===== src/dist_pkg.sv =====
/*
 * Shared types and constants for the frame distributor.
 * Frame word structs, MI32 register map, default sizes.
 */

`default_nettype none

package dist_pkg;

  // --------------------------------------------------------------------------
  // Sizes
  // --------------------------------------------------------------------------

  // Channel address width
  localparam int CHAN_W = 2;
  // Default number of channels
  localparam int CHAN_COUNT = 1 << CHAN_W;
  // Default per-channel buffer depth in words
  localparam int DEF_BUF_DEPTH = 16;

  // --------------------------------------------------------------------------
  // Stream payloads
  // --------------------------------------------------------------------------

  // One FrameLink word
  typedef struct packed {
    logic [31:0] data;
    logic        sof;
    logic        eof;
    logic [1:0]  rem;   // Valid bytes minus one in the eof word
  } fl_word_t;

  // Transmit word tagged with its source channel
  typedef struct packed {
    logic [CHAN_W-1:0] chan;
    fl_word_t          word;
  } tx_word_t;

  // --------------------------------------------------------------------------
  // MI32 register map
  // --------------------------------------------------------------------------

  localparam logic [31:0] MI_ADDR_ENABLE       = 32'h0000_0000;
  localparam logic [31:0] MI_ADDR_INT          = 32'h0000_0004;
  localparam logic [31:0] MI_ADDR_DISCARD_BASE = 32'h0000_0010;
  // Byte distance between discard counters
  localparam int          MI_DISCARD_STRIDE    = 4;

endpackage

`default_nettype wire


===== src/mi_status.sv =====
/*
 * MI32 register block. Channel enable mask, read-only discard
 * counters, sticky RX/TX interrupt bits with write-one-to-clear.
 */

`timescale 1ns/100ps
`default_nettype none

module mi_status #(
  parameter int CHAN_COUNT = dist_pkg::CHAN_COUNT
) (
  input  wire                         clk,
  input  wire                         arst_n,
  // MI32 slave
  input  wire [31:0]                  mi_addr,
  input  wire [31:0]                  mi_dwr,
  input  wire                         mi_wr,
  input  wire                         mi_rd,
  output logic                        mi_ardy,
  output logic [31:0]                 mi_drd,
  output logic                        mi_drdy,
  // Control and events
  output logic [CHAN_COUNT-1:0]       chan_enable,
  input  wire                         discard_pulse,
  input  wire [dist_pkg::CHAN_W-1:0]  discard_chan,
  input  wire                         rx_frame_pulse,
  input  wire                         tx_frame_pulse,
  output logic                        rx_interrupt,
  output logic                        tx_interrupt
);

  localparam int CW = dist_pkg::CHAN_W;

  // Bit 0 rx, bit 1 tx
  logic [1:0]    int_bits;
  logic [1:0]    int_clr;
  logic [31:0]   discard_cnt [CHAN_COUNT];

  // Address decode
  logic [31:0]   disc_off;
  logic          disc_hit;
  logic [CW-1:0] disc_idx;
  logic [31:0]   rd_data;

  // Every access is taken at once
  assign mi_ardy = mi_wr | mi_rd;

  assign disc_off = mi_addr - dist_pkg::MI_ADDR_DISCARD_BASE;
  assign disc_hit = (mi_addr >= dist_pkg::MI_ADDR_DISCARD_BASE) &&
                    (disc_off < 32'(dist_pkg::MI_DISCARD_STRIDE * CHAN_COUNT));
  assign disc_idx = CW'(disc_off / 32'(dist_pkg::MI_DISCARD_STRIDE));

  assign int_clr = (mi_wr && mi_addr == dist_pkg::MI_ADDR_INT) ? mi_dwr[1:0] : 2'b00;

  // Read mux, unmapped addresses read as zero
  always_comb begin
    rd_data = '0;
    if (mi_addr == dist_pkg::MI_ADDR_ENABLE) begin
      rd_data[CHAN_COUNT-1:0] = chan_enable;
    end else if (mi_addr == dist_pkg::MI_ADDR_INT) begin
      rd_data[1:0] = int_bits;
    end else if (disc_hit) begin
      rd_data = discard_cnt[disc_idx];
    end
  end

  always_ff @(posedge clk or negedge arst_n) begin
    if (!arst_n) begin
      chan_enable <= '1;
      int_bits    <= 2'b00;
      mi_drdy     <= 1'b0;
      for (int i = 0; i < CHAN_COUNT; i++) begin
        discard_cnt[i] <= '0;
      end
    end else begin
      mi_drdy <= mi_rd;
      if (mi_wr && mi_addr == dist_pkg::MI_ADDR_ENABLE) begin
        chan_enable <= mi_dwr[CHAN_COUNT-1:0];
      end
      // A new event wins over a clear in the same cycle
      int_bits <= (int_bits & ~int_clr) | {tx_frame_pulse, rx_frame_pulse};
      if (discard_pulse) begin
        discard_cnt[discard_chan] <= discard_cnt[discard_chan] + 1'b1;
      end
    end
  end

  // Read data one cycle after the access
  always_ff @(posedge clk) begin
    if (mi_rd) begin
      mi_drd <= rd_data;
    end
  end

  assign rx_interrupt = int_bits[0];
  assign tx_interrupt = int_bits[1];

endmodule

`default_nettype wire


===== config.mk =====
export PLATFORM = sky130hd
export DESIGN_NAME = mi_status
export DESIGN_NICKNAME = d
export VERILOG_FILES = /design/src/dist_pkg.sv /design/src/mi_status.sv
export SDC_FILE = /design/constraint.sdc
export NUM_CORES = 1
export LEC_CHECK = 0
export BUFFER_PORTS_ARGS = -buffer_cell sky130_fd_sc_hd__buf_2
export CAP_MARGIN = 20
export CORE_MARGIN = 8
export CORE_UTILIZATION = 40
export CTS_CLUSTER_DIAMETER = 150
export CTS_CLUSTER_SIZE = 16
export DETAILED_ROUTE_END_ITERATION = 6
export HOLD_SLACK_MARGIN = 0.12
export PLACE_DENSITY_LB_ADDON = 0.08
export RECOVER_POWER = 100
export SYNTH_ARGS = -nofsm -noshare
export SYNTH_HDL_FRONTEND = slang
export SYNTH_SLANG_ARGS = --single-unit

===== constraint.sdc =====
create_clock -name clk -period 1.9 [get_ports clk]
set_input_delay 0 -clock clk [delete_from_list [all_inputs] [get_ports clk]]
set_output_delay 0 -clock clk [all_outputs]
set_load 0.02 [all_outputs]

==> metrics list <==
- Outcome: complete, but fails checks
* Violated checks: negative setup slack
- Across the VDD grid, the largest voltage drop is 0.000594 V.
* Floorplan die area: 0.0258 mm2
* Cell area power density: 1160 mW/mm2
- Antenna diode count: 0
- For this run, the share of the core covered by cells in the final layout is 0.542.
- The floorplan step set the die width to 161 um.
- Each instance of the synthesized netlist takes up on average 12.1 um2.
- For this run, the register share of the synthesized area comes to 0.520.
- Buf/Inv on CP: 1
- Setup repair after global routing could not meet its margin everywhere.
- Num ports: 113
- Leak: 4.92 nW
* Worst setup SP type: register
- Count of state elements after synthesis: 167
- The region available for standard cell placement spans 0.0208 mm2.
- The number of placed instances, taps included, is 1130.
- For this run, the number of Yosys warnings is 0.
- In this design, the largest share of critical-path delay is due to multiplexers.
- Layout overhead on the synthesized area: 34.8%
- Cell-by-cell trace of the critical path: mux4_2 > ha_4 > nand3_4 > nand2b_4 > nor3_4 > xnor2_1 > buf_4 > o21ai_2
- Final hold analysis gives a worst-case slack of 0.217 ns.
* Net Count, Synth: 765
- Count of final hold-check violations: 0
- The total count of max-transition violations in the final report is 0.
* Number of buffers created by CTS: 17
- Clk buf depth: 2
- Die Ht: 161 um
* Total GRT Usage: 0.182
- TritonCTS built the clock tree.
* Detailed Route WL: 22.9 mm
- Entering global routing, the biggest net connects 41 pins.
- Nature of the critical path endpoint: register
- Number of different library cells in the post-synthesis netlist: 47
* Routed wire per std cell: 19.0 um
- Type of the worst setup path: reg -> reg
- The via count of the first global-routing pass was 6887.
- Leaving out fill and tap cells, the most frequent cells in the layout are 131 x sky130_fd_sc_hd__dfrtp_1, 110 x sky130_fd_sc_hd__buf_4, 104 x sky130_fd_sc_hd__nand2_1.
* Top flip-flop cell by instance count after synthesis: sky130_fd_sc_hd__dfrtp_1
- Layout net count: 993
* Synthesized instance count: 691
* Detailed router's first-iteration violation count: 353
- Count of port buffers added during placement: 84
- First-pass GRT wire length: 37.3 mm
- Netlist Area Pre-Place: 0.00835 mm2
* Via count: 6420
* Post-Route Skew: 0.00898 ns
- Total of max-cap violations: 0
* H-tree levels: 4
- Clock period minus final worst setup slack: 2.08 ns
* Post-detailed-placement half-perimeter wirelength: 15.4 mm
- Slowest stage delay, CP: 0.56 ns
- In this run, synthesis inferred 32 flip-flops with an integrated enable.
* Least-Margin Pin Slew: 0.681 ns
- Data on the critical path is required at its endpoint by 2.21 ns.
* Period Utilization, post-route: 1.10
- Number of failing setup endpoints in the final timing report: 86
- Of the cells placed in the final design, the portion with a size suffix greater than 1 is 0.400.
- Maximum fanout encountered on the critical timing path: 6
* Clock-pin slew on the worst setup and hold paths: 0.06 ns
- Global-route congestion overflow total: 0
* Worst max-slew margin expressed relative to the limit: 0.546
- For this configuration, the core starts out at a cell density of 0.402.
- The number of antenna violations at the first check in global routing is 0.
- For the worst setup path, the data arrival time is 2.39 ns.
- Fmax: 480 MHz
* Count of standard-cell rows: 53
- The first detailed-routing pass took 4 iterations.
- After synthesis, the share of flip-flops with an asynchronous set or reset is 0.808.
- The count of cells in the finished layout, fillers not included, comes to 1207.
* Slowest stage cell, crit path: sky130_fd_sc_hd__mux4_2
* Cell chosen for the clock root: sky130_fd_sc_hd__clkbuf_16
* Post-route DRC violation count: 0
- Worst Hold Class: in -> reg
- Antenna Violating Nets Remaining: 0
- The library cell used most frequently in the layout, excluding fill and tap cells, is sky130_fd_sc_hd__dfrtp_1.
- Post-route setup slack: -0.182 ns
* Number of clock sinks: 167
* Routed via count divided by cell count: 5.32
- Routability-driven placement congestion ratio: 0.771
* Clock latency on the worst-skew pair: 0.43 ns
## metrics by stage
stage	setup slack (ns)	area [um2]	setup TNS, ns	power [mW]
floorplan	-0.00838	8370	-0.0163	7.26
global placement	-0.229	10000	-13.32	8.89
detailed placement	-0.259	10000	-16.81	9.07
CTS	-0.133	11100	-5.81	12.9
global route	-0.241	11300	-16.16	13.7
finish	-0.182	11300	-5.90	13.0
## synthesized netlist by cell type, types with 3 or more instances
library cell	n	area [um2]
sky130_fd_sc_hd__a21oi_1	31	155
sky130_fd_sc_hd__and3_1	33	206
sky130_fd_sc_hd__and4_1	4	35.0
sky130_fd_sc_hd__buf_2	6	30.0
sky130_fd_sc_hd__buf_6	4	45.0
sky130_fd_sc_hd__clkbuf_1	34	128
sky130_fd_sc_hd__dfrtp_1	131	3280
sky130_fd_sc_hd__dfstp_2	4	105
sky130_fd_sc_hd__edfxtp_1	32	961
sky130_fd_sc_hd__inv_1	9	33.8
sky130_fd_sc_hd__mux2_2	8	90.1
sky130_fd_sc_hd__mux4_1	11	289
sky130_fd_sc_hd__mux4_2	53	1190
sky130_fd_sc_hd__nand2_1	104	390
sky130_fd_sc_hd__nand3_1	8	40.0
sky130_fd_sc_hd__nor2_1	39	146
sky130_fd_sc_hd__nor3_1	9	45.0
sky130_fd_sc_hd__nor3_2	6	60.1
sky130_fd_sc_hd__nor4_1	8	50.1
sky130_fd_sc_hd__o21ai_0	90	450
sky130_fd_sc_hd__o21ai_1	3	15.0
sky130_fd_sc_hd__xnor2_1	29	254
## cell families (layout without fill, tap and decap cells)
kind of cell	Yosys count	after routing	synth area share
AOI/OAI and AO/OA	130	130	0.0800
xor gates and xnor gates	30	30	0.0315
adders and majority gates	1	1	0.00150
buffers and inverters	57	298	0.0325
DFF	167	167	0.520
muxes	74	74	0.191
and+or+nand+nor	232	232	0.144
## final timing paths
path / to / depth (start not counted) / start / slack (ns)
max: discard_cnt[18]$_DFFE_PN0P_ / 8 / discard_cnt[0]$_DFFE_PN0P_ / -0.18
min: mi_drd[0]$_DFFE_PP_ / 3 / mi_addr[2] / 0.22
max reg2reg: discard_cnt[18]$_DFFE_PN0P_ / 8 / discard_cnt[0]$_DFFE_PN0P_ / -0.18
min reg2reg: discard_cnt[18]$_DFFE_PN0P_ / 2 / discard_cnt[18]$_DFFE_PN0P_ / 0.50
max in group asynchronous: discard_cnt[3]$_DFFE_PN0P_ / 4 / arst_n / 0.15
min in group asynchronous: discard_cnt[32]$_DFFE_PN0P_ / 3 / arst_n / 0.67
## registers in the layout, indices dropped and copies added (netlist names)
| signal | count |
|---|---|
| discard_cnt | 128 |
| mi_drd | 32 |
| chan_enable | 4 |
| int_bits | 2 |
| mi_drdy | 1 |
## layout make-up
type | instances | area (um2)
Clock buffer | 20 | 457
Fill cell | 1764 | 9500
Tap cell | 275 | 344
Multi-Input combinational cell | 467 | 4100
Clock inverter | 12 | 128
Timing Repair Buffer | 257 | 1850
Sequential cell | 167 | 4340
Inverter | 9 | 33.8
## per-layer routing
metal / up-vias / global-route usage / share of wire
met4: 0 / 0.0688 / 0.017
li1: 3005 / - / -
met3: 31 / 0.0348 / 0.040
met2: 150 / 0.308 / 0.51
met5: - / 0 / 0
met1: 3234 / 0.229 / 0.44
## tightest hold or removal path, delay by kind of cell
family	cells	cell delay, ns
mux	1	0.17
compound gates	1	0.12
buf+inv	1	0.22
## where the power goes
group	leakage, nW	internal [mW]	switching, mW
clock	0.278	2.00	1.44
combinational	2.65	2.47	1.98
sequential	2.00	4.55	0.565
## timing repair
action,4_1_cts,5_1_grt
pin swaps,25,24
gates resized for setup,63,55
buffers inserted,23,6
setup endpoints to repair,110,110
hold buffers,18,0
cloned,0,0
hold endpoints to repair,157,0
Note: power is estimated with default switching activity, not from simulation.
