`src/dist_pkg.sv`:
```
/*
 * Shared types and constants for the frame distributor.
 * Frame word structs, MI32 register map, default sizes.
 */

`default_nettype none

package dist_pkg;

  // --------------------------------------------------------------------------
  // Sizes
  // --------------------------------------------------------------------------

  // Channel address width
  localparam int CHAN_W = 2;
  // Default number of channels
  localparam int CHAN_COUNT = 1 << CHAN_W;
  // Default per-channel buffer depth in words
  localparam int DEF_BUF_DEPTH = 16;

  // --------------------------------------------------------------------------
  // Stream payloads
  // --------------------------------------------------------------------------

  // One FrameLink word
  typedef struct packed {
    logic [31:0] data;
    logic        sof;
    logic        eof;
    logic [1:0]  rem;   // Valid bytes minus one in the eof word
  } fl_word_t;

  // Transmit word tagged with its source channel
  typedef struct packed {
    logic [CHAN_W-1:0] chan;
    fl_word_t          word;
  } tx_word_t;

  // --------------------------------------------------------------------------
  // MI32 register map
  // --------------------------------------------------------------------------

  localparam logic [31:0] MI_ADDR_ENABLE       = 32'h0000_0000;
  localparam logic [31:0] MI_ADDR_INT          = 32'h0000_0004;
  localparam logic [31:0] MI_ADDR_DISCARD_BASE = 32'h0000_0010;
  // Byte distance between discard counters
  localparam int          MI_DISCARD_STRIDE    = 4;

endpackage

`default_nettype wire

```
`src/chan_buffer.sv`:
```
/*
 * Per-channel word FIFO. Sized by credits so no full flag,
 * one credit returned per popped word.
 */

`timescale 1ns/100ps
`default_nettype none

module chan_buffer #(
  parameter int BUF_DEPTH = dist_pkg::DEF_BUF_DEPTH
) (
  input  wire                     clk,
  input  wire                     arst_n,
  // Write side from the dispatcher
  input  wire dist_pkg::fl_word_t wr_word,
  input  wire                     wr_en,
  // Read side to the drain
  output dist_pkg::fl_word_t      head_word,
  output logic                    head_valid,
  input  wire                     pop,
  // Credit back to the dispatcher
  output logic                    credit_ret
);

  localparam int AW = (BUF_DEPTH > 1) ? $clog2(BUF_DEPTH) : 1;
  localparam int CW = $clog2(BUF_DEPTH + 1);

  // Word storage
  dist_pkg::fl_word_t mem [BUF_DEPTH];

  logic [AW-1:0] wr_ptr;
  logic [AW-1:0] rd_ptr;
  logic [CW-1:0] count;
  logic          do_pop;

  // Pointer step with wrap for any depth
  function automatic logic [AW-1:0] ptr_inc(input logic [AW-1:0] p);
    if (p == AW'(BUF_DEPTH - 1)) begin
      return '0;
    end
    return p + 1'b1;
  endfunction

  // Pop of an empty buffer is ignored
  assign do_pop     = pop & head_valid;
  assign head_valid = (count != '0);
  assign head_word  = mem[rd_ptr];

  always_ff @(posedge clk) begin
    if (wr_en) begin
      mem[wr_ptr] <= wr_word;
    end
  end

  // --------------------------------------------------------------------------
  // Pointers, occupancy, credit return
  // --------------------------------------------------------------------------

  always_ff @(posedge clk or negedge arst_n) begin
    if (!arst_n) begin
      wr_ptr     <= '0;
      rd_ptr     <= '0;
      count      <= '0;
      credit_ret <= 1'b0;
    end else begin
      if (wr_en) begin
        wr_ptr <= ptr_inc(wr_ptr);
      end
      if (do_pop) begin
        rd_ptr <= ptr_inc(rd_ptr);
      end
      case ({wr_en, do_pop})
        2'b10:   count <= count + 1'b1;
        2'b01:   count <= count - 1'b1;
        default: count <= count;
      endcase
      credit_ret <= do_pop;
    end
  end

endmodule

`default_nettype wire

```
`config.mk`:
```
export PLATFORM = sky130hd
export DESIGN_NAME = chan_buffer
export DESIGN_NICKNAME = d
export VERILOG_FILES = /design/src/dist_pkg.sv /design/src/chan_buffer.sv
export SDC_FILE = /design/constraint.sdc
export NUM_CORES = 1
export LEC_CHECK = 0
export ABC_CLOCK_PERIOD_IN_PS = 5150
export BUFFER_PORTS_ARGS = -buffer_cell sky130_fd_sc_hd__buf_2
export CAP_MARGIN = 40
export CORE_ASPECT_RATIO = 0.5
export CORE_UTILIZATION = 30
export CTS_CLUSTER_DIAMETER = 80
export DETAILED_ROUTE_END_ITERATION = 8
export HOLD_SLACK_MARGIN = 0.15
export SETUP_SLACK_MARGIN = 0.3
export SYNTH_ARGS = -nofsm -noshare
export SYNTH_HDL_FRONTEND = slang
export SYNTH_SLANG_ARGS = --single-unit
```
`constraint.sdc`:
```
create_clock -name clk -period 5.15 [get_ports clk]
set_input_delay 0.2575 -clock clk [delete_from_list [all_inputs] [get_ports clk]]
set_output_delay 0.2575 -clock clk [all_outputs]
set_load 0.01 [all_outputs]
```
==> impl_metrics.py, run 1 <==
metrics = {
    "placement": {
        "gp_congestion": 0.7185,
        "dp_hpwl_microns": 26500,
        "place.port_buffers": 77,
        "pre_cts_ws_ns": 2.047,
        "post_dp_cell_area_sq_mm": 0.02469,
    },
    "global_routing": {
        "grt_start_max_net_pins": 100,
        "grt_pass1_vias": 11570,
        "grt_first_pass_wirelength_microns": 75910,
        "grt_antenna_before_repair": 0,
        "grt_usage_pct": 13.15,
        "grt_overflow": 0,
    },
    "sta": {
        "hold_viol": 0,
        "finalCritPeriodShare_pct": 71.10,
        "fin_setup_tns_ns": 0,
        "report.final.slew_viol_count": 0,
        "slew_headroom_pct": 41.93,
        "max_freq_mhz": 273.1,
        "rsz0062_at_grt": "false",
        "setup_viol": 0,
        "worst_pin_slew_ns": 0.8711,
        "post-route-min-period_ns": 3.662,
        "finClkSkew_ns": 0.01684,
        "setup_ws_ns": 1.489,
    },
    "final_layout": {
        "antenna_cells": 0,
        "layout_common_cells": "edfxtp_1 (576), mux4_2 (108), buf_2 (77)",
        "fin_util_pct": 35.66,
        "fin_area_sq_mm": 0.02692,
        "fillers": 7013,
        "drive_above_1_share_pct": 26.94,
        "nets": 1291,
        "syn_to_final_growth_pct": 16.91,
        "layout_commonest_cell": "edfxtp_1",
    },
    "synthesis": {
        "ys_types": 35,
        "yosysWarnings": 0,
        "synth_area_sq_mm": 0.02303,
        "syn_nets": 1143,
        "avgSynthCellArea_sq_um": 21.07,
        "postSynthCellCount": 1093,
        "synth-seq-cells": 590,
        "seq_area_frac_synth_pct": 76.63,
    },
    "worst_setup_path": {
        "endpoint_kind": "output port",
        "start_kind": "flip-flop",
        "critPathKind": "flip-flop to output port",
        "crit_arrival_ns": 3.40,
        "required_ns": 4.89,
        "critPathMaxFanout": 55,
    },
    "detailed_routing": {
        "top_layer_used": "met4",
        "drc": 0,
        "wl_met1_microns": 21840,
        "wl_met2_microns": 26280,
        "met3WireLength_microns": 2149,
        "wl_microns": 51370,
        "first_pass_iters": 5,
        "drt_iter0_markers": 903,
        "antenna_left": 0,
        "viasPerCell": 4.820,
        "wl_per_cell_microns": 22.24,
        "vias": 11130,
    },
    "clock_network": {
        "root_buffer": "clkbuf_16",
        "clockBufferDepth": 3,
        "cts_buffers": 58,
        "holdBufCountCts": 40,
        "cts_setup_buffers": 0,
        "clk_latency_ns": 0.60,
        "cts_tree": "built",
        "clock_sinks": 590,
        "htree_levels": 2,
        "clk_pin_slew_worst_paths_ns": 0.06,
        "cts_resized": 0,
    },
    "die": {
        "die_x_microns": 393.8,
        "top_level_ports": 78,
        "rows": 71,
        "die_h_microns": 197.9,
        "floorplan.initialDensity_pct": 30.50,
        "dieArea_sq_mm": 0.07794,
        "core_area_sq_mm": 0.07551,
    },
    "pwr": {
        "power_leakage_nw": 8.647,
        "power_frac_comb_pct": 28.8,
        "finalPower_w": 0.01428,
        "clockPowerShare_pct": 28.7,
        "switching_share_pct": 30.20,
        "ir_drop_v": 0.0004359,
        "powerDensity_mw_per_mm2": 530.4,
        "intPower_w": 0.009968,
        "seqPwrFrac_pct": 42.5,
        "p_sw_w": 0.004313,
    },
    "outcome": {
        "outcome": "completed",
    },
    "flow_run": {
        "maxCapViolations": 0,
    },
    "min_path": {
        "hp-class": "flip-flop to flip-flop",
    },
}
## cell families (layout without fill, tap and decap cells)
family | Yosys count | count (layout) | share of synthesized area (%)
AOI/OAI and AO/OA | 123 | 123 | 4.070
xor gates and xnor gates | 7 | 7 | 0.2662
adders and majority gates | 10 | 10 | 0.5759
buffers and inverters | 103 | 298 | 2.336
DFF | 590 | 590 | 76.63
muxes | 182 | 182 | 14.18
and+or+nand+nor | 78 | 78 | 1.940
## cell usage after synthesis (all sizes together)
library cell  instances  area [sq um]
nor2                  6         22.52
a21oi                 4         20.02
a221o                36         360.4
xnor2                 5         43.79
and3                  2         12.51
nand2b                1         6.260
buf                  37         290.3
ha                    9         112.6
mux4                108          2432
dfrtp                14         350.3
nand3                 3         15.01
nor2b                37         231.5
a31oi                 1         6.260
and2                 12         75.07
o21ai                44         220.2
nor3                  4         20.02
inv                  44         165.2
nand4                 1         6.260
a21o                  1         7.510
or3b                  1         8.760
fa                    1         20.02
a21boi                1         7.510
clkbuf               22         82.58
mux2                 74         833.3
edfxtp              576         17300
nand2                11         48.80
o221ai               36         315.3
xor2                  2         17.52
## sequential cells by signal, summed over array words and instances (netlist names)
| register | count |
|---|---|
| wr_ptr | 4 |
| rd_ptr | 4 |
| credit_ret | 1 |
| count | 5 |
| mem | 576 |
## worst paths after layout
check | start | to | depth (start not counted) | slack (ns)
worst max-delay path | rd_ptr[1] | head_word[29] | 6 | 1.49
worst min-delay path | count[4] | count[4] | 1 | 0.49
worst max register to register | count[0] | count[4] | 10 | 2.06
worst min register to register | count[4] | count[4] | 1 | 0.49
max in group asynchronous | arst_n | rd_ptr[0] | 3 | 3.79
min in group asynchronous | arst_n | credit_ret | 3 | 0.80
## layer usage
layer / GRT usage (%) / vias to the layer above
li1: - / 4817
met1: 17.20 / 6011
met2: 22.99 / 235
met3: 1.621 / 71
met4: 3.862 / 0
met5: 0 / -
## layout make-up
class / instances / area (sq um) / area share [%]
clock buffer: 71 / 1500 / 5.572
clock inverter: 36 / 327.8 / 1.218
inverter: 44 / 165.2 / 0.6134
multi-input combinational: 400 / 4893 / 18.18
sequential: 590 / 17660 / 65.59
tap: 1022 / 1279 / 4.750
timing repair buffer: 147 / 1099 / 4.080
## critical path: stages, from the launching register on
cell	delay, ns
dfrtp_4	0.97
buf_4	0.50
mux2_2	0.39
o221ai_1	0.22
o21ai_1	0.11
a221o_1	0.41
buf_2	0.16
## power by group through the flow
stage | Sequential, W | Clock [W] | Combinational (W)
2_1_floorplan | 0.00595 | 0 | 0.00304
3_3_place_gp | 0.00616 | 0 | 0.00415
3_5_place_dp | 0.00618 | 0 | 0.00417
4_1_cts | 0.00608 | 0.00418 | 0.00421
5_1_grt | 0.00612 | 0.00435 | 0.00443
6_report | 0.00607 | 0.00410 | 0.00412
## metrics by stage
step | hold WS (ns) | instances
after global routing | 0.5013 | 2310
after detailed placement | 0.2000 | 2163
after floorplan | -0.03809 | 1093
final | 0.4882 | 2310
after CTS | 0.4833 | 2310
after global placement | 0.1941 | 2159
Note: power is estimated with default switching activity, not from simulation.
==> run 2, diff against run 1 <==
Settings changed: ABC_AREA set to 1, ABC_CLOCK_PERIOD_IN_PS 5150 to 3050.
Clock period 5.15 ns to 3.05 ns, I/O delays scaled along.
==> impl_metrics.py, run 2 <==
metrics = {
    "final_layout": {
        "fin_util_pct": 35.94,
        "top_register": "mem",
        "antenna_cells": 0,
        "drive_above_1_share_pct": 8.710,
        "largest_register_ffs": 576,
        "syn_to_final_growth_pct": 17.72,
        "layout_common_cells": "nand2_1 (896), edfxtp_1 (576), inv_1 (555)",
        "regArea_sq_mm": 0.01766,
        "nets": 2749,
        "layout_commonest_cell": "nand2_1",
        "reg_top3": "mem: 576 flops, count: 5 flops",
        "multi_input_area_sq_mm": 0.005649,
        "fillers": 8188,
    },
    "synthesis": {
        "ys_async_sr_fraction_pct": 2.373,
        "synth.area.top_cells": "edfxtp_1 (67%), nand2_1 (13%), inv_1 (8.1%)",
        "synth_most_common_cell": "nand2_1",
        "synth_top_area_share_pct": 67.09,
        "synth_ff_type": "edfxtp_1",
        "avgSynthCellArea_sq_um": 10.02,
        "postSynthCellCount": 2573,
        "seq_area_frac_synth_pct": 68.45,
        "synth_top_cell_by_area": "edfxtp_1",
        "synthTopCellsByCount": "nand2_1 (896), edfxtp_1 (576), inv_1 (556), nand3_1 (367), buf_2 (67)",
        "synth_area_sq_mm": 0.02578,
        "ys_types": 20,
        "yosysWarnings": 0,
        "syn_nets": 2623,
        "synth-seq-cells": 590,
        "synth_edf_count": 576,
    },
    "placement": {
        "place.port_buffers": 77,
        "gp_congestion": 0.7620,
        "dp_hpwl_microns": 34220,
    },
    "sta": {
        "max_freq_mhz": 372.6,
        "fin_setup_tns_ns": 0,
        "finClkSkew_ns": 0.01306,
        "worst_pin_slew_ns": 0.6805,
        "slew_headroom_pct": 54.53,
        "setup_viol": 0,
        "finalCritPeriodShare_pct": 88.01,
        "hold_viol": 0,
        "post-route-min-period_ns": 2.684,
        "report.final.slew_viol_count": 0,
        "rsz0062_at_grt": "true",
    },
    "detailed_routing": {
        "drc": 0,
        "first_pass_iters": 5,
        "wl_per_cell_microns": 16.31,
        "drt_iter0_markers": 1316,
        "wl_microns": 62960,
        "viasPerCell": 4.422,
        "antenna_left": 0,
        "vias": 17070,
    },
    "worst_setup_path": {
        "critPathMaxFanout": 20,
        "startpoint": "rd_ptr[2]",
        "cp_top_family": "buffers and inverters",
        "endpoint_kind": "output port",
        "r2r_start": "count[0]",
        "timing.rr.end": "count[4]",
        "crit_buf_inv": 3,
        "r2r_slack_ns": 0.86,
        "rr_worst_depth": 15,
        "worstPathCellList": "inv_2 -> buf_4 -> nand3_1 -> nand3_1 -> nand2_1 -> buf_2",
        "crit_arrival_ns": 2.53,
        "max_stage_delay_ns": 0.52,
        "critPathMostFrequentCell": "nand3_1",
        "start_kind": "flip-flop",
        "required_ns": 2.90,
        "critPathKind": "flip-flop to output port",
        "cpMaxStageDelayCell": "inv_2",
    },
    "clock_network": {
        "clockBufferDepth": 3,
        "clock_sinks": 590,
        "cts_buffers": 60,
        "root_buffer": "clkbuf_16",
        "clk_pin_slew_worst_paths_ns": 0.06,
        "cts_tree": "built",
        "clk_latency_ns": 0.61,
        "htree_levels": 2,
    },
    "min_path": {
        "hold_path_depth": 4,
        "hp-class": "input pin to flip-flop",
        "hold_end": "wr_ptr[1]",
        "hp-start": "wr_en",
    },
    "die": {
        "rows": 75,
        "core_area_sq_mm": 0.08446,
        "floorplan.initialDensity_pct": 30.53,
        "top_level_ports": 78,
        "die_h_microns": 209.3,
        "dieArea_sq_mm": 0.08719,
        "die_x_microns": 416.6,
    },
    "global_routing": {
        "grt_first_pass_wirelength_microns": 97440,
        "grt_start_max_net_pins": 97,
        "grt_pass1_vias": 16560,
        "grt_antenna_before_repair": 1,
        "grt_usage_pct": 14.45,
        "grt_overflow": 0,
    },
    "pwr": {
        "power_leakage_nw": 13.28,
        "ir_drop_v": 0.0005323,
        "powerDensity_mw_per_mm2": 884.6,
    },
    "outcome": {
        "outcome": "completed",
    },
    "flow_run": {
        "maxCapViolations": 0,
    },
}
[run 2: cell types whose count changed after synthesis, moves of 15 or more]
cell	before	now
mux4_2	108	0
nor2b_1	37	0
nor2_1	6	21
buf_2	18	67
a221o_1	36	0
nand3_1	3	367
o221ai_1	36	0
mux2_2	25	0
inv_1	44	556
buf_1	1	16
mux2_1	49	0
o21ai_1	29	0
nand2_1	10	896
[run 2: metrics by stage]
| step | area [sq um] | worst slack [ns] | hold slack (ns) | std cells | total power [W] |
|---|---|---|---|---|---|
| 3_3_place_gp | 27760 | 0.7744 | 0.07423 | 3701 | 0.01934 |
| 3_5_place_dp | 27790 | 0.7856 | 0.07545 | 3702 | 0.01946 |
| 4_1_cts | 30220 | 0.3137 | 0.4115 | 3856 | 0.02688 |
| 5_1_grt | 30350 | 0.2891 | 0.4783 | 3860 | 0.02841 |
| 6_report | 30350 | 0.3658 | 0.4432 | 3860 | 0.02685 |
| 2_1_floorplan | 25780 | 0.3419 | -0.1431 | 2573 | 0.01606 |
[run 2: layout make-up]
cell class | instances | share of cell area (%)
clock inverters | 30 | 0.9317
inverters | 560 | 7.029
multi-input cells | 1311 | 18.61
clock buffers | 77 | 5.227
flip-flops and latches | 590 | 58.17
repair buffers | 176 | 5.429
well taps | 1116 | 4.601
[run 2: worst max-delay path by stage]
stage / end / slack, ns / cells after the start
floorplan: mem[12][0] / 0.34 / 4
global placement: head_word[34] / 0.77 / 8
detailed placement: head_word[33] / 0.79 / 8
CTS: head_word[3] / 0.31 / 9
global route: head_word[32] / 0.29 / 9
finish: head_word[26] / 0.37 / 6
[run 2: tightest hold or removal path, stage by stage]
cell	delay [ns]
dlygate4sd3_1	0.52
buf_2	0.20
nand2_1	0.06
o21ai_0	0.07
[run 2: what timing repair did]
item,4_1_cts,5_1_grt
buffers inserted,5,3
endpoints found under the setup margin,33,27
cloned,2,1
hold buffers,40,0
hold endpoints to repair,599,0
resized for setup,8,11
pin swaps,1,0
[run 2: cell families after synthesis]
kind of cell	synth area share (%)
xor gates and xnor gates	0.1699
buffers and inverters	10.14
and+or+nand+nor	20.55
adders and majority gates	0.5144
DFF	68.45
AOI/OAI and AO/OA	0.1844
[run 2: where the power goes]
part           total (W)  internal [W]  switching [W]
Clock            0.00713       0.00414        0.00300
Sequential        0.0100       0.00979       0.000239
Combinational    0.00969       0.00310        0.00658
Total             0.0268        0.0170        0.00982
[run 2: layer usage]
metal  part of all wire [%]  global-route usage, %  routed length [microns]
met4                    2.1                  4.665                     1353
met3                    5.1                  1.885                     3211
met2                     49                  24.90                    30790
met5                  0.027                      0                       17
met1                     44                  18.87                    27590
