--- src/dist_pkg.sv ---
/*
 * Shared types and constants for the frame distributor.
 * Frame word structs, MI32 register map, default sizes.
 */

`default_nettype none

package dist_pkg;

  // --------------------------------------------------------------------------
  // Sizes
  // --------------------------------------------------------------------------

  // Channel address width
  localparam int CHAN_W = 2;
  // Default number of channels
  localparam int CHAN_COUNT = 1 << CHAN_W;
  // Default per-channel buffer depth in words
  localparam int DEF_BUF_DEPTH = 16;

  // --------------------------------------------------------------------------
  // Stream payloads
  // --------------------------------------------------------------------------

  // One FrameLink word
  typedef struct packed {
    logic [31:0] data;
    logic        sof;
    logic        eof;
    logic [1:0]  rem;   // Valid bytes minus one in the eof word
  } fl_word_t;

  // Transmit word tagged with its source channel
  typedef struct packed {
    logic [CHAN_W-1:0] chan;
    fl_word_t          word;
  } tx_word_t;

  // --------------------------------------------------------------------------
  // MI32 register map
  // --------------------------------------------------------------------------

  localparam logic [31:0] MI_ADDR_ENABLE       = 32'h0000_0000;
  localparam logic [31:0] MI_ADDR_INT          = 32'h0000_0004;
  localparam logic [31:0] MI_ADDR_DISCARD_BASE = 32'h0000_0010;
  // Byte distance between discard counters
  localparam int          MI_DISCARD_STRIDE    = 4;

endpackage

`default_nettype wire

--- src/rx_dispatch.sv ---
/*
 * Receive dispatcher. Locks each frame to its channel, drops frames
 * for disabled channels, spends per-channel buffer credits.
 */

`timescale 1ns/100ps
`default_nettype none

module rx_dispatch #(
  parameter int CHAN_COUNT = dist_pkg::CHAN_COUNT,
  parameter int BUF_DEPTH  = dist_pkg::DEF_BUF_DEPTH
) (
  input  wire                          clk,
  input  wire                          arst_n,
  // Receive stream
  input  wire dist_pkg::fl_word_t      rx_word,
  input  wire [dist_pkg::CHAN_W-1:0]   rx_chan,
  input  wire                          rx_valid,
  output logic                         rx_ready,
  // Channel enable mask from the register block
  input  wire [CHAN_COUNT-1:0]         chan_enable,
  // Buffer write side
  output dist_pkg::fl_word_t           buf_wr_word,
  output logic [CHAN_COUNT-1:0]        buf_wr_en,
  input  wire [CHAN_COUNT-1:0]         buf_credit_ret,
  // Frame events
  output logic                         discard_pulse,
  output logic [dist_pkg::CHAN_W-1:0]  discard_chan,
  output logic                         rx_frame_pulse
);

  localparam int CNT_W = $clog2(BUF_DEPTH + 1);

  // Per-frame lock
  logic                        in_frame;
  logic [dist_pkg::CHAN_W-1:0] lock_chan;
  logic                        lock_drop;
  // Holds rx_ready low until the first cycle after reset
  logic                        ready_en;

  // Free words left in each buffer
  logic [CNT_W-1:0]            credit [CHAN_COUNT];

  logic [dist_pkg::CHAN_W-1:0] cur_chan;
  logic                        cur_drop;
  logic                        accept;
  logic                        take;
  logic [CHAN_COUNT-1:0]       spend;

  // --------------------------------------------------------------------------
  // Channel and drop decision for the word on the bus
  // --------------------------------------------------------------------------

  // Outside a frame the sof word decides, inside the lock holds
  always_comb begin
    cur_chan = in_frame ? lock_chan : rx_chan;
    cur_drop = in_frame ? lock_drop : ~chan_enable[rx_chan];
  end

  // Dropped frames are swallowed without credit
  assign rx_ready = ready_en & (cur_drop | (credit[cur_chan] != '0));
  assign accept   = rx_valid & rx_ready;
  assign take     = accept & ~cur_drop;

  always_comb begin
    spend           = '0;
    spend[cur_chan] = take;
  end

  always_ff @(posedge clk or negedge arst_n) begin
    if (!arst_n) begin
      ready_en  <= 1'b0;
      in_frame  <= 1'b0;
      lock_chan <= '0;
      lock_drop <= 1'b0;
    end else begin
      ready_en <= 1'b1;
      if (accept) begin
        in_frame  <= ~rx_word.eof;
        lock_chan <= cur_chan;
        lock_drop <= cur_drop;
      end
    end
  end

  // --------------------------------------------------------------------------
  // Credit counters
  // --------------------------------------------------------------------------

  always_ff @(posedge clk or negedge arst_n) begin
    if (!arst_n) begin
      for (int i = 0; i < CHAN_COUNT; i++) begin
        credit[i] <= CNT_W'(BUF_DEPTH);
      end
    end else begin
      for (int i = 0; i < CHAN_COUNT; i++) begin
        // Spend and return in the same cycle cancel out
        case ({spend[i], buf_credit_ret[i]})
          2'b10:   credit[i] <= credit[i] - 1'b1;
          2'b01:   credit[i] <= credit[i] + 1'b1;
          default: credit[i] <= credit[i];
        endcase
      end
    end
  end

  // --------------------------------------------------------------------------
  // Registered buffer write and frame events
  // --------------------------------------------------------------------------

  always_ff @(posedge clk or negedge arst_n) begin
    if (!arst_n) begin
      buf_wr_en      <= '0;
      discard_pulse  <= 1'b0;
      discard_chan   <= '0;
      rx_frame_pulse <= 1'b0;
    end else begin
      buf_wr_en      <= spend;
      discard_pulse  <= accept & cur_drop & rx_word.eof;
      rx_frame_pulse <= take & rx_word.eof;
      if (accept && cur_drop && rx_word.eof) begin
        discard_chan <= cur_chan;
      end
    end
  end

  // Write data shared by all buffers
  always_ff @(posedge clk) begin
    if (take) begin
      buf_wr_word <= rx_word;
    end
  end

endmodule

`default_nettype wire

--- config.mk ---
export PLATFORM = sky130hd
export DESIGN_NAME = rx_dispatch
export DESIGN_NICKNAME = d
export VERILOG_FILES = /design/src/dist_pkg.sv /design/src/rx_dispatch.sv
export SDC_FILE = /design/constraint.sdc
export NUM_CORES = 1
export LEC_CHECK = 0
export BUFFER_PORTS_ARGS = -buffer_cell sky130_fd_sc_hd__buf_2
export CAP_MARGIN = 20
export CORE_UTILIZATION = 55
export DETAILED_ROUTE_END_ITERATION = 8
export PLACE_DENSITY_LB_ADDON = 0.3
export SKIP_CTS_REPAIR_TIMING = 1
export SYNTH_ARGS = -nofsm -noshare
export SYNTH_HDL_FRONTEND = slang
export SYNTH_SLANG_ARGS = --single-unit
--- constraint.sdc ---
create_clock -name clk -period 5.84 [get_ports clk]
set_clock_uncertainty 0.05 [all_clocks]
set_input_delay 0.584 -clock clk [delete_from_list [all_inputs] [get_ports clk]]
set_output_delay 0.584 -clock clk [all_outputs]
set_load 0.01 [all_outputs]
==> results of run 1 <==
-- kinds of logic after synthesis --
| logic type | share of synthesized area, % |
|---|---|
| fa+ha+maj | 9.135 |
| simple gates | 7.912 |
| compound gates | 8.401 |
| buf+inv | 2.569 |
| other cells | 0.1222 |
| xor+xnor | 5.424 |
| flops | 62.32 |
| mux | 4.119 |
-- where the power goes --
group | leakage, nW | switching [mW] | internal (mW)
combinational | 0.885 | 0.319 | 0.291
clock | 0.0743 | 0.170 | 0.152
sequential | 0.728 | 0.107 | 0.668
total | 1.69 | 0.596 | 1.11
-- final cells by class --
cell class                      count  area share, %
Sequential cell                    69          50.76
Multi-Input combinational cell    133          28.80
Timing Repair Buffer               94          12.56
Clock buffer                       10          3.389
Tap cell                           70          2.326
Inverter                           11          1.096
Clock inverter                      6          1.063
-- cell usage after synthesis (2+ instances only) --
cell | n | area (µm²)
edfxtp_1 | 36 | 1081
dfrtp_1 | 29 | 725.7
ha_1 | 16 | 200.2
o21ai_0 | 13 | 65.06
nand2_1 | 12 | 45.04
inv_1 | 11 | 41.29
a21oi_1 | 10 | 50.05
xnor2_1 | 10 | 87.58
or4_1 | 9 | 67.56
xor2_1 | 9 | 78.83
a21o_1 | 8 | 60.06
clkbuf_1 | 5 | 18.77
mux2_2 | 5 | 56.30
nor2_1 | 5 | 18.77
nor4_1 | 5 | 31.28
dfstp_2 | 4 | 105.1
fa_1 | 4 | 80.08
nor3_1 | 4 | 20.02
nand3_1 | 2 | 10.01
nor2b_1 | 2 | 12.51
o21a_1 | 2 | 15.01
o31a_1 | 2 | 17.52
-- flip-flops by register name (all words and copies together), names as in the netlist --
signal and flops:
buf_wr_en 4, buf_wr_word 36, credit 20, discard_chan 2, discard_pulse 1, in_frame 1
lock_chan 2, lock_drop 1, ready_en 1, rx_frame_pulse 1
-- path summary, 6_finish.rpt --
kind / from / slack [ps] / depth (start not counted) / to
max: in_frame$_DFFE_PN0N_ / 1860 / 13 / credit[14]$_DFFE_PN1P_
min: arst_n / 260 / 1 / credit[15]$_DFFE_PN0P_
max reg2reg: in_frame$_DFFE_PN0N_ / 1860 / 13 / credit[14]$_DFFE_PN1P_
min reg2reg: lock_drop$_DFFE_PN0N_ / 450 / 1 / lock_drop$_DFFE_PN0N_
max in group asynchronous: arst_n / 5010 / 1 / lock_drop$_DFFE_PN0N_
min in group clk: rx_word[5] / 370 / 1 / buf_wr_word[5]$_DFFE_PP_
-- through the flow --
stage / hold WS [ps] / total power [mW] / std cells
after floorplan: 238.4 / 1.230 / 220
after global placement: 433.2 / 1.372 / 377
after detailed placement: 432.4 / 1.397 / 377
after CTS: 274.8 / 1.722 / 393
after global routing: 298.2 / 1.843 / 393
final: 258.7 / 1.707 / 393
-- worst max-delay path: cells and delay by family, from the launching register on --
kind | cells | cell delay [ps]
mux | 1 | 390
compound gates | 4 | 1070
buf+inv | 1 | 110
simple gates | 4 | 1020
flops | 1 | 590
fa+ha+maj | 2 | 510
xor+xnor | 1 | 160
-- metal layers --
layer	vias up	wire length [µm]	GRT usage, %
met2	91	2745	35.09
met5	-	0	0
met1	929	2495	27.74
li1	997	-	-
met3	7	331	5.357
met4	0	67	7.500
==> key figures, run 1 <==
Status
  – Status: finished, final reports clean

Finish
  – Register area: 0.001912 mm²
  – Share of layout cells above drive strength 1: between 30% and 40%
  – Diode count: 0
  – Finished Core Util: a little under three quarters
  – Commonest non-fill, non-tap cell in the layout: buf_2
  – Nets@finish: 387
  – FILL cells: ~370
  – Design area: around 0.0038 mm²
  – Area Growth Syn to Fin: 22.76%
  – Multi-input gate area: about 0.0011 mm²
  – Most frequent cells in the layout: buf_2, edfxtp_1, dfrtp_1

STA
  – Final worst-path cycle share: approximately two thirds
  – Fmax: 251.6 MHz
  – Final TNS setup: 0 ps
  – Final setup fails: 0
  – Pins Over Slew Limit: 0
  – Worst setup slack after layout: ~1900 ps
  – Slew at the pin with the worst max-slew slack: 922.5 ps
  – RSZ-0062 raised after global routing: no
  – Final hold vios: 0
  – Relative max-transition margin: between 30% and 40%
  – Crit path time final: around 4000 ps

Clocking
  – Clock root cell: clkbuf_8
  – Clock slew at reported path FFs: ~70 ps
  – TritonCTS sink count: between 60 and 70
  – CTS H-Tree Depth: 3
  – CTS max path bufs: 2
  – Worst-skew pair later-pin latency: 330 ps
  – CTS tree: built
  – Num CTS Buffers: 9

Synthesis
  – Synthesized cell area: about 0.0031 mm²
  – Syn avg cell area: around 14 µm²
  – Post-synth EDFFs: 36
  – Prevailing post-synth register cell: edfxtp_1
  – Synthesized Nets: a little under 300
  – Count of cell types in the netlist: 39
  – Sequential area share after synthesis: between 60% and 70%
  – Seq cells post-synth: a little under 70
  – Warnings, synthesis: 0
  – Asr flop ratio synth: a little under half
  – Synthesized instance count: 220

Die
  – Core Region: 0.005238 mm²
  – Initial Utilization: around three fifths
  – Die ar.: a little under 0.006 mm²
  – I/O pin cnt: 94
  – Die Span Y: between 70 and 80 µm
  – Die width: approximately 77 µm
  – FP Rows: 26

Critical path
  – CP most frequent cell: ha_1
  – Worst setup SP type: register
  – Crit path arrival time: between 4000 and 5000 ps
  – Crit-path max cell delay: between 500 and 600 ps
  – Cell breakdown of the critical path: mux2i_4 -> nor3_1 -> a311oi_2 -> o21bai_2 -> or4_1 -> ha_1 -> inv_1 -> ha_1 -> nor2b_1 -> o21a_1 -> or3_1 -> a21oi_1 -> xor2_1
  – Worst-path maximum fanout: 11
  – Critical path's slowest cell: dfrtp_1
  – Required time of the critical path: 6050 ps
  – CP Class: register to register
  – Crit end category: register

GRT
  – Initial antenna violation count: 0
  – GRT Total Usage: a little over a fifth
  – Gr ovfl total: 0
  – Largest net degree at the start of global routing: 37
  – Vias in the first global route: 1986
  – Global-route wire length before repair: about 9600 µm

Route
  – Total wire length: 5640 µm
  – Initial DRC count: about 80
  – WL/cell: ~14 µm
  – DRC: 0
  – Final ANT Viol Nets: 0
  – Initial DRT Pass Iterations: 4
  – Vias per cell: ~5
  – Routed via count: between 2000 and 2500

Placement
  – Post-DP HPWL: approximately 4300 µm
  – Post-place instance area: between 0.003 and 0.004 mm²
  – GPL Wtd Cong: a little over 0.8
  – Placement Setup Slack: around 1900 ps
  – PortBufs: 93

Pwr
  – Power per cell area: 453.4 mW/mm²
  – Peak VDD IR: between 0.2 and 0.3 mV
  – P_leak: 1.688 nW

Min path
  – Type of the most critical hold path: input port to async pin

Job
  – Max-cap violations: 0
No activity file was read; power rests on OpenSTA's default activity.
==> inputs of run 2 (changes only) <==
--- a/config.mk
+++ b/config.mk
@@ -7,7 +7,7 @@
 export LEC_CHECK = 0
 export BUFFER_PORTS_ARGS = -buffer_cell sky130_fd_sc_hd__buf_2
 export CAP_MARGIN = 20
-export CORE_UTILIZATION = 55
+export CORE_UTILIZATION = 51
 export DETAILED_ROUTE_END_ITERATION = 8
 export PLACE_DENSITY_LB_ADDON = 0.3
 export SKIP_CTS_REPAIR_TIMING = 1
==> constraint.sdc (replaced) <==
create_clock -name clk -period 3.9 [get_ports clk]
set_clock_uncertainty 0.05 [all_clocks]
set_input_delay 0.39 -clock clk [delete_from_list [all_inputs] [get_ports clk]]
set_output_delay 0.39 -clock clk [all_outputs]
set_load 0.01 [all_outputs]
==> key figures, run 2 (same netlist as run 1, synthesis figures left out) <==
Status
  – Status: finished, final reports clean

GRT
  – Gr ovfl total: 0 (unchanged)
  – GRT Total Usage: 21.95% (+0.53 points)
  – Global-route wire length before repair: 10160 µm (+6.3%)
  – Global Route met1 Usage: 29.42% (+1.7 points)
  – Largest net degree at the start of global routing: 37 (unchanged)
  – Vias in the first global route: 2057 (+3.6%)
  – Grt peak-use layer: met2
  – Initial antenna violation count: 0 (unchanged)
  – Met2 track demand over resource: 33.50% (-1.6 points)
  – Grt met3 use: 6.514% (+1.2 points)

Die
  – Core Region: 0.005642 mm² (+7.7%)
  – I/O pin cnt: 94 (unchanged)
  – Die width: 79.56 µm (+3.7%)
  – Initial Utilization: 54.38% (-4.2 points)
  – FP Rows: 27 (+3.8%)
  – Die ar.: 0.006330 mm² (+7.6%)
  – Die Span Y: 79.56 µm (+3.7%)

Placement
  – Post-DP HPWL: 4701 µm (+8.8%)
  – PortBufs: 93 (unchanged)
  – Post-place instance area: 0.003623 mm² (+0.70%)
  – GPL Wtd Cong: 0.9837 (+20%)

Clocking
  – Worst-skew pair later-pin latency: 350 ps (+20 ps)
  – CTS max path bufs: 2 (unchanged)
  – Num CTS Buffers: 9 (unchanged)
  – TritonCTS sink count: 69 (unchanged)
  – CTS H-Tree Depth: 3 (unchanged)
  – Clock slew at reported path FFs: 70 ps (about the same)
  – CTS tree: built
  – Clock root cell: clkbuf_8

Finish
  – Register with the most flip-flops: buf_wr_word
  – Design area: 0.003839 mm² (+1.9%)
  – Commonest non-fill, non-tap cell in the layout: buf_2
  – Area Growth Syn to Fin: 25.12%
  – Nets@finish: 390 (+0.78%)
  – Share of layout cells above drive strength 1: 39.57% (+0.56 points)
  – Max reg flops: 36 (unchanged)
  – Most frequent cells in the layout: buf_2, edfxtp_1, dfrtp_1
  – Diode count: 0 (unchanged)
  – Top Registers: buf_wr_word (36), credit (20), buf_wr_en (4)

Min path
  – Type of the most critical hold path: input port to async pin

Route
  – Final ANT Viol Nets: 0 (unchanged)
  – DRC: 0 (unchanged)
  – Initial DRT Pass Iterations: 4 (unchanged)
  – WL/cell: 15.96 µm (+11%)
  – Initial DRC count: 82 (+1.2%)
  – Routed via count: 2120 (+4.7%)
  – Total wire length: 6354 µm (+13%)
  – Vias per cell: 5.327 (+3.4%)

Critical path
  – Crit path arrival time: 3820 ps (-370 ps)
  – Worst-path maximum fanout: 10 (-1)
  – Required time of the critical path: 4130 ps (-1920 ps)
  – CP Class: register to register
  – Reg2reg path depth: 14 (+1)
  – Worst setup SP type: register
  – Crit end category: register

STA
  – RSZ-0062 raised after global routing: no
  – Final TNS setup: 0 ps (unchanged)
  – Pins Over Slew Limit: 0 (unchanged)
  – Relative max-transition margin: 48.92% (+11 points)
  – Final hold vios: 0 (unchanged)
  – Crit path time final: 3598 ps (-376.9 ps)
  – Final worst-path cycle share: 92.26% (+24 points)
  – Slew at the pin with the worst max-slew slack: 766.2 ps (-156.3 ps)
  – Fmax: 277.9 MHz (+10%)
  – Final setup fails: 0 (unchanged)

Job
  – Max-cap violations: 0 (unchanged)

Pwr
  – Peak VDD IR: 0.3314 mV (+26%)
  – P_leak: 1.738 nW (+3.0%)
  – Power per cell area: 714.4 mW/mm² (+58%)
## run 2: changes by cell type in the layout (fill, tap and decap cells not counted), sizes merged
cell	before	now
bufinv	0	2
clkinv	2	4
buf	94	97
clkinvlp	4	0
## run 2: worst paths after layout
path | startpoint | end | slack, ps
max | in_frame$_DFFE_PN0N_ | credit[14]$_DFFE_PN1P_ | 300
min | arst_n | credit[8]$_DFFE_PN0P_ | 50
max reg2reg | in_frame$_DFFE_PN0N_ | credit[14]$_DFFE_PN1P_ | 300
min reg2reg | lock_drop$_DFFE_PN0N_ | lock_drop$_DFFE_PN0N_ | 460
max in group asynchronous | arst_n | rx_frame_pulse$_DFF_PN0_ | 3250
min in group clk | rx_word[16] | buf_wr_word[16]$_DFFE_PP_ | 160
## run 2: where the power goes
part           leakage (nW)  switching, mW  internal (mW)
Clock                 0.110          0.270          0.360
Sequential            0.728          0.151          0.999
Combinational         0.899          0.512          0.449
## run 2: layout make-up
class                           count  area (µm²)
Sequential cell                    69        1912
Clock inverter                      6       87.58
Timing Repair Buffer               97       495.5
Fill cell                         409        1803
Inverter                           11       41.29
Tap cell                           72       90.09
Clock buffer                       10       127.6
Multi-Input combinational cell    133        1085
## run 2: worst max-delay path, stage by stage (launching register included)
cell and delay (ps):
dfrtp_1 430, buf_4 190, nor2b_1 160, a21oi_1 120
a311oi_2 450, o21bai_2 110, or4_1 420, ha_1 250
inv_1 110, ha_1 270, nor2b_1 140, o21a_1 170
or3_1 310, a21oi_1 170, xor2_1 170
## run 2: stage by stage
stage / utilization, % / hold WS [ps] / total power, mW / std cells / setup slack, ps
after floorplan: - / 44.41 / 1.842 / 220 / 483.0
after global placement: 64.23 / 421.5 / 2.072 / 382 / 453.1
after detailed placement: 64.23 / 433.1 / 2.126 / 382 / 328.0
after CTS: 68.04 / 80.82 / 2.762 / 398 / 313.9
after global routing: 68.04 / 107.1 / 2.933 / 398 / 30.28
final: 68.04 / 54.17 / 2.742 / 398 / 301.7
## run 2: per-layer routing
layer | up-vias | part of all wire [%]
met2 | 98 | 46
met1 | 1002 | 43
met4 | 0 | 1.3
met5 | - | 0
met3 | 13 | 9.4
li1 | 1007 | -
==> inputs of run 3 (changes only) <==
--- a/config.mk
+++ b/config.mk
@@ -9,6 +9,7 @@
 export CAP_MARGIN = 20
 export CORE_UTILIZATION = 51
 export DETAILED_ROUTE_END_ITERATION = 8
+export MAX_ROUTING_LAYER = met4
 export PLACE_DENSITY_LB_ADDON = 0.3
 export SKIP_CTS_REPAIR_TIMING = 1
 export SYNTH_ARGS = -nofsm -noshare
==> key figures, run 3 (same netlist as run 1, synthesis figures left out) <==
Job
  – Max-cap violations: 0 (unchanged)

Min path
  – Type of the most critical hold path: input port to async pin

Placement
  – Placement Setup Slack: 328.0 ps (unchanged)
  – PortBufs: 93 (unchanged)
  – Post-DP HPWL: 4701 µm (unchanged)
  – GPL Wtd Cong: 1.002 (+1.9%)

GRT
  – Vias in the first global route: 2064 (+0.34%)
  – Largest net degree at the start of global routing: 37 (unchanged)
  – GRT Total Usage: 22.60% (+0.65 points)
  – Gr ovfl total: 0 (unchanged)
  – Initial antenna violation count: 0 (unchanged)
  – Global-route wire length before repair: 10190 µm (+0.34%)

Finish
  – Share of layout cells above drive strength 1: 39.57% (unchanged)
  – Area Growth Syn to Fin: 25.12% (unchanged)
  – Diode count: 0 (unchanged)
  – Max reg flops: 36 (unchanged)
  – Top Registers: buf_wr_word (36), credit (20), buf_wr_en (4)
  – Commonest non-fill, non-tap cell in the layout: buf_2
  – Most frequent cells in the layout: buf_2, edfxtp_1, dfrtp_1
  – Nets@finish: 390 (unchanged)
  – Register with the most flip-flops: buf_wr_word

Clocking
  – CTS H-Tree Depth: 3 (unchanged)
  – Clock root cell: clkbuf_8
  – Clock slew at reported path FFs: 70 ps (about the same)
  – Worst-skew pair later-pin latency: 350 ps (about the same)
  – CTS tree: built
  – Num CTS Buffers: 9 (unchanged)
  – TritonCTS sink count: 69 (unchanged)
  – CTS max path bufs: 2 (unchanged)

STA
  – RSZ-0062 raised after global routing: no
  – Slew at the pin with the worst max-slew slack: 770.0 ps (+3.772 ps)
  – Pins Over Slew Limit: 0 (unchanged)
  – Final setup fails: 0 (unchanged)
  – Fmax: 278.2 MHz (+0.10%)
  – Worst setup slack after layout: 305.4 ps (+3.697 ps)
  – Crit path time final: 3595 ps (-3.697 ps)
  – Final hold vios: 0 (unchanged)
  – Relative max-transition margin: 48.67% (-0.25 points)
  – Final worst-path cycle share: 92.17% (-0.095 points)
  – Final TNS setup: 0 ps (unchanged)

Status
  – Status: finished, final reports clean

Critical path
  – Worst-path maximum fanout: 7 (-3)
  – CP most frequent cell: ha_1
  – Top delay family on crit path: simple AND/OR/NAND/NOR gates
  – Worst setup SP type: register
  – Bufs and invs on worst path: 1 (-1)
  – Reg-to-Reg Start: in_frame$_DFFE_PN0N_
  – Critical path's slowest cell: a311oi_2
  – CP Class: register to register
  – Crit path arrival time: 3820 ps (about the same)
  – Cell breakdown of the critical path: mux2i_4 -> nor3_1 -> a311oi_2 -> o21bai_2 -> or4_1 -> ha_1 -> inv_1 -> ha_1 -> nor2b_1 -> o21a_1 -> or3_1 -> a21oi_1 -> xor2_1
  – Crit-path max cell delay: 490 ps (+40 ps)
  – Crit end category: register
  – Setup crit start: in_frame$_DFFE_PN0N_
  – Required time of the critical path: 4130 ps (about the same)

Die
  – I/O pin cnt: 94 (unchanged)
  – Die Span Y: 79.56 µm (unchanged)
  – Die width: 79.56 µm (unchanged)
  – Die ar.: 0.006330 mm² (unchanged)
  – FP Rows: 27 (unchanged)
  – Initial Utilization: 54.38% (unchanged)
  – Core Region: 0.005642 mm² (unchanged)

Route
  – Final ANT Viol Nets: 0 (unchanged)
  – Total wire length: 6352 µm (about the same)
  – Initial DRT Pass Iterations: 4 (unchanged)
  – WL/cell: 15.96 µm (about the same)
  – Vias per cell: 5.327 (unchanged)
  – Initial DRC count: 74 (-9.8%)
  – Routed via count: 2120 (unchanged)
  – DRC: 0 (unchanged)

Pwr
  – P_leak: 1.738 nW (unchanged)
  – Power per cell area: 714.8 mW/mm² (about the same)
  – Peak VDD IR: 0.3313 mV (about the same)
-- run 3: report_power, final --
group	internal, mW	switching, mW
clock network	0.360	0.270
logic	0.449	0.513
registers	0.999	0.152
total	1.81	0.935
-- run 3: layout make-up --
cell class                      count  area [µm²]
Fill cell                         409        1803
Tap cell                           72       90.09
Timing Repair Buffer               97       495.5
Sequential cell                    69        1912
Multi-Input combinational cell    133        1085
Clock inverter                      6       87.58
Clock buffer                       10       127.6
Inverter                           11       41.29
-- run 3: path summary, 6_finish.rpt --
kind | endpoint | slack (ps) | cells after the start
worst min-delay path | credit[8]$_DFFE_PN0P_ | 60 | 1
min in group clk | buf_wr_word[9]$_DFFE_PP_ | 160 | 1
worst max-delay path | credit[14]$_DFFE_PN1P_ | 310 | 13
max in group asynchronous | rx_frame_pulse$_DFF_PN0_ | 3240 | 1
worst max register to register | credit[14]$_DFFE_PN1P_ | 310 | 13
worst min register to register | lock_drop$_DFFE_PN0N_ | 460 | 1
-- run 3: stage by stage --
step	cell area [µm²]	cells	util (%)	hold WS [ps]	total power, mW
6_report	3839	398	68.04	56.84	2.744
2_1_floorplan	3068	220	-	44.41	1.842
3_5_place_dp	3623	382	64.23	433.1	2.126
4_1_cts	3839	398	68.04	80.82	2.762
3_3_place_gp	3623	382	64.23	421.5	2.072
5_1_grt	3839	398	68.04	107.5	2.933
-- run 3: metal layers --
layer / up-vias / wire length (µm) / GRT usage, %
li1: 1006 / - / -
met1: 1009 / 2810 / 29.42
met2: 92 / 2889 / 33.50
met3: 13 / 567 / 6.629
met4: 0 / 84 / 8.727
met5: - / 0 / -
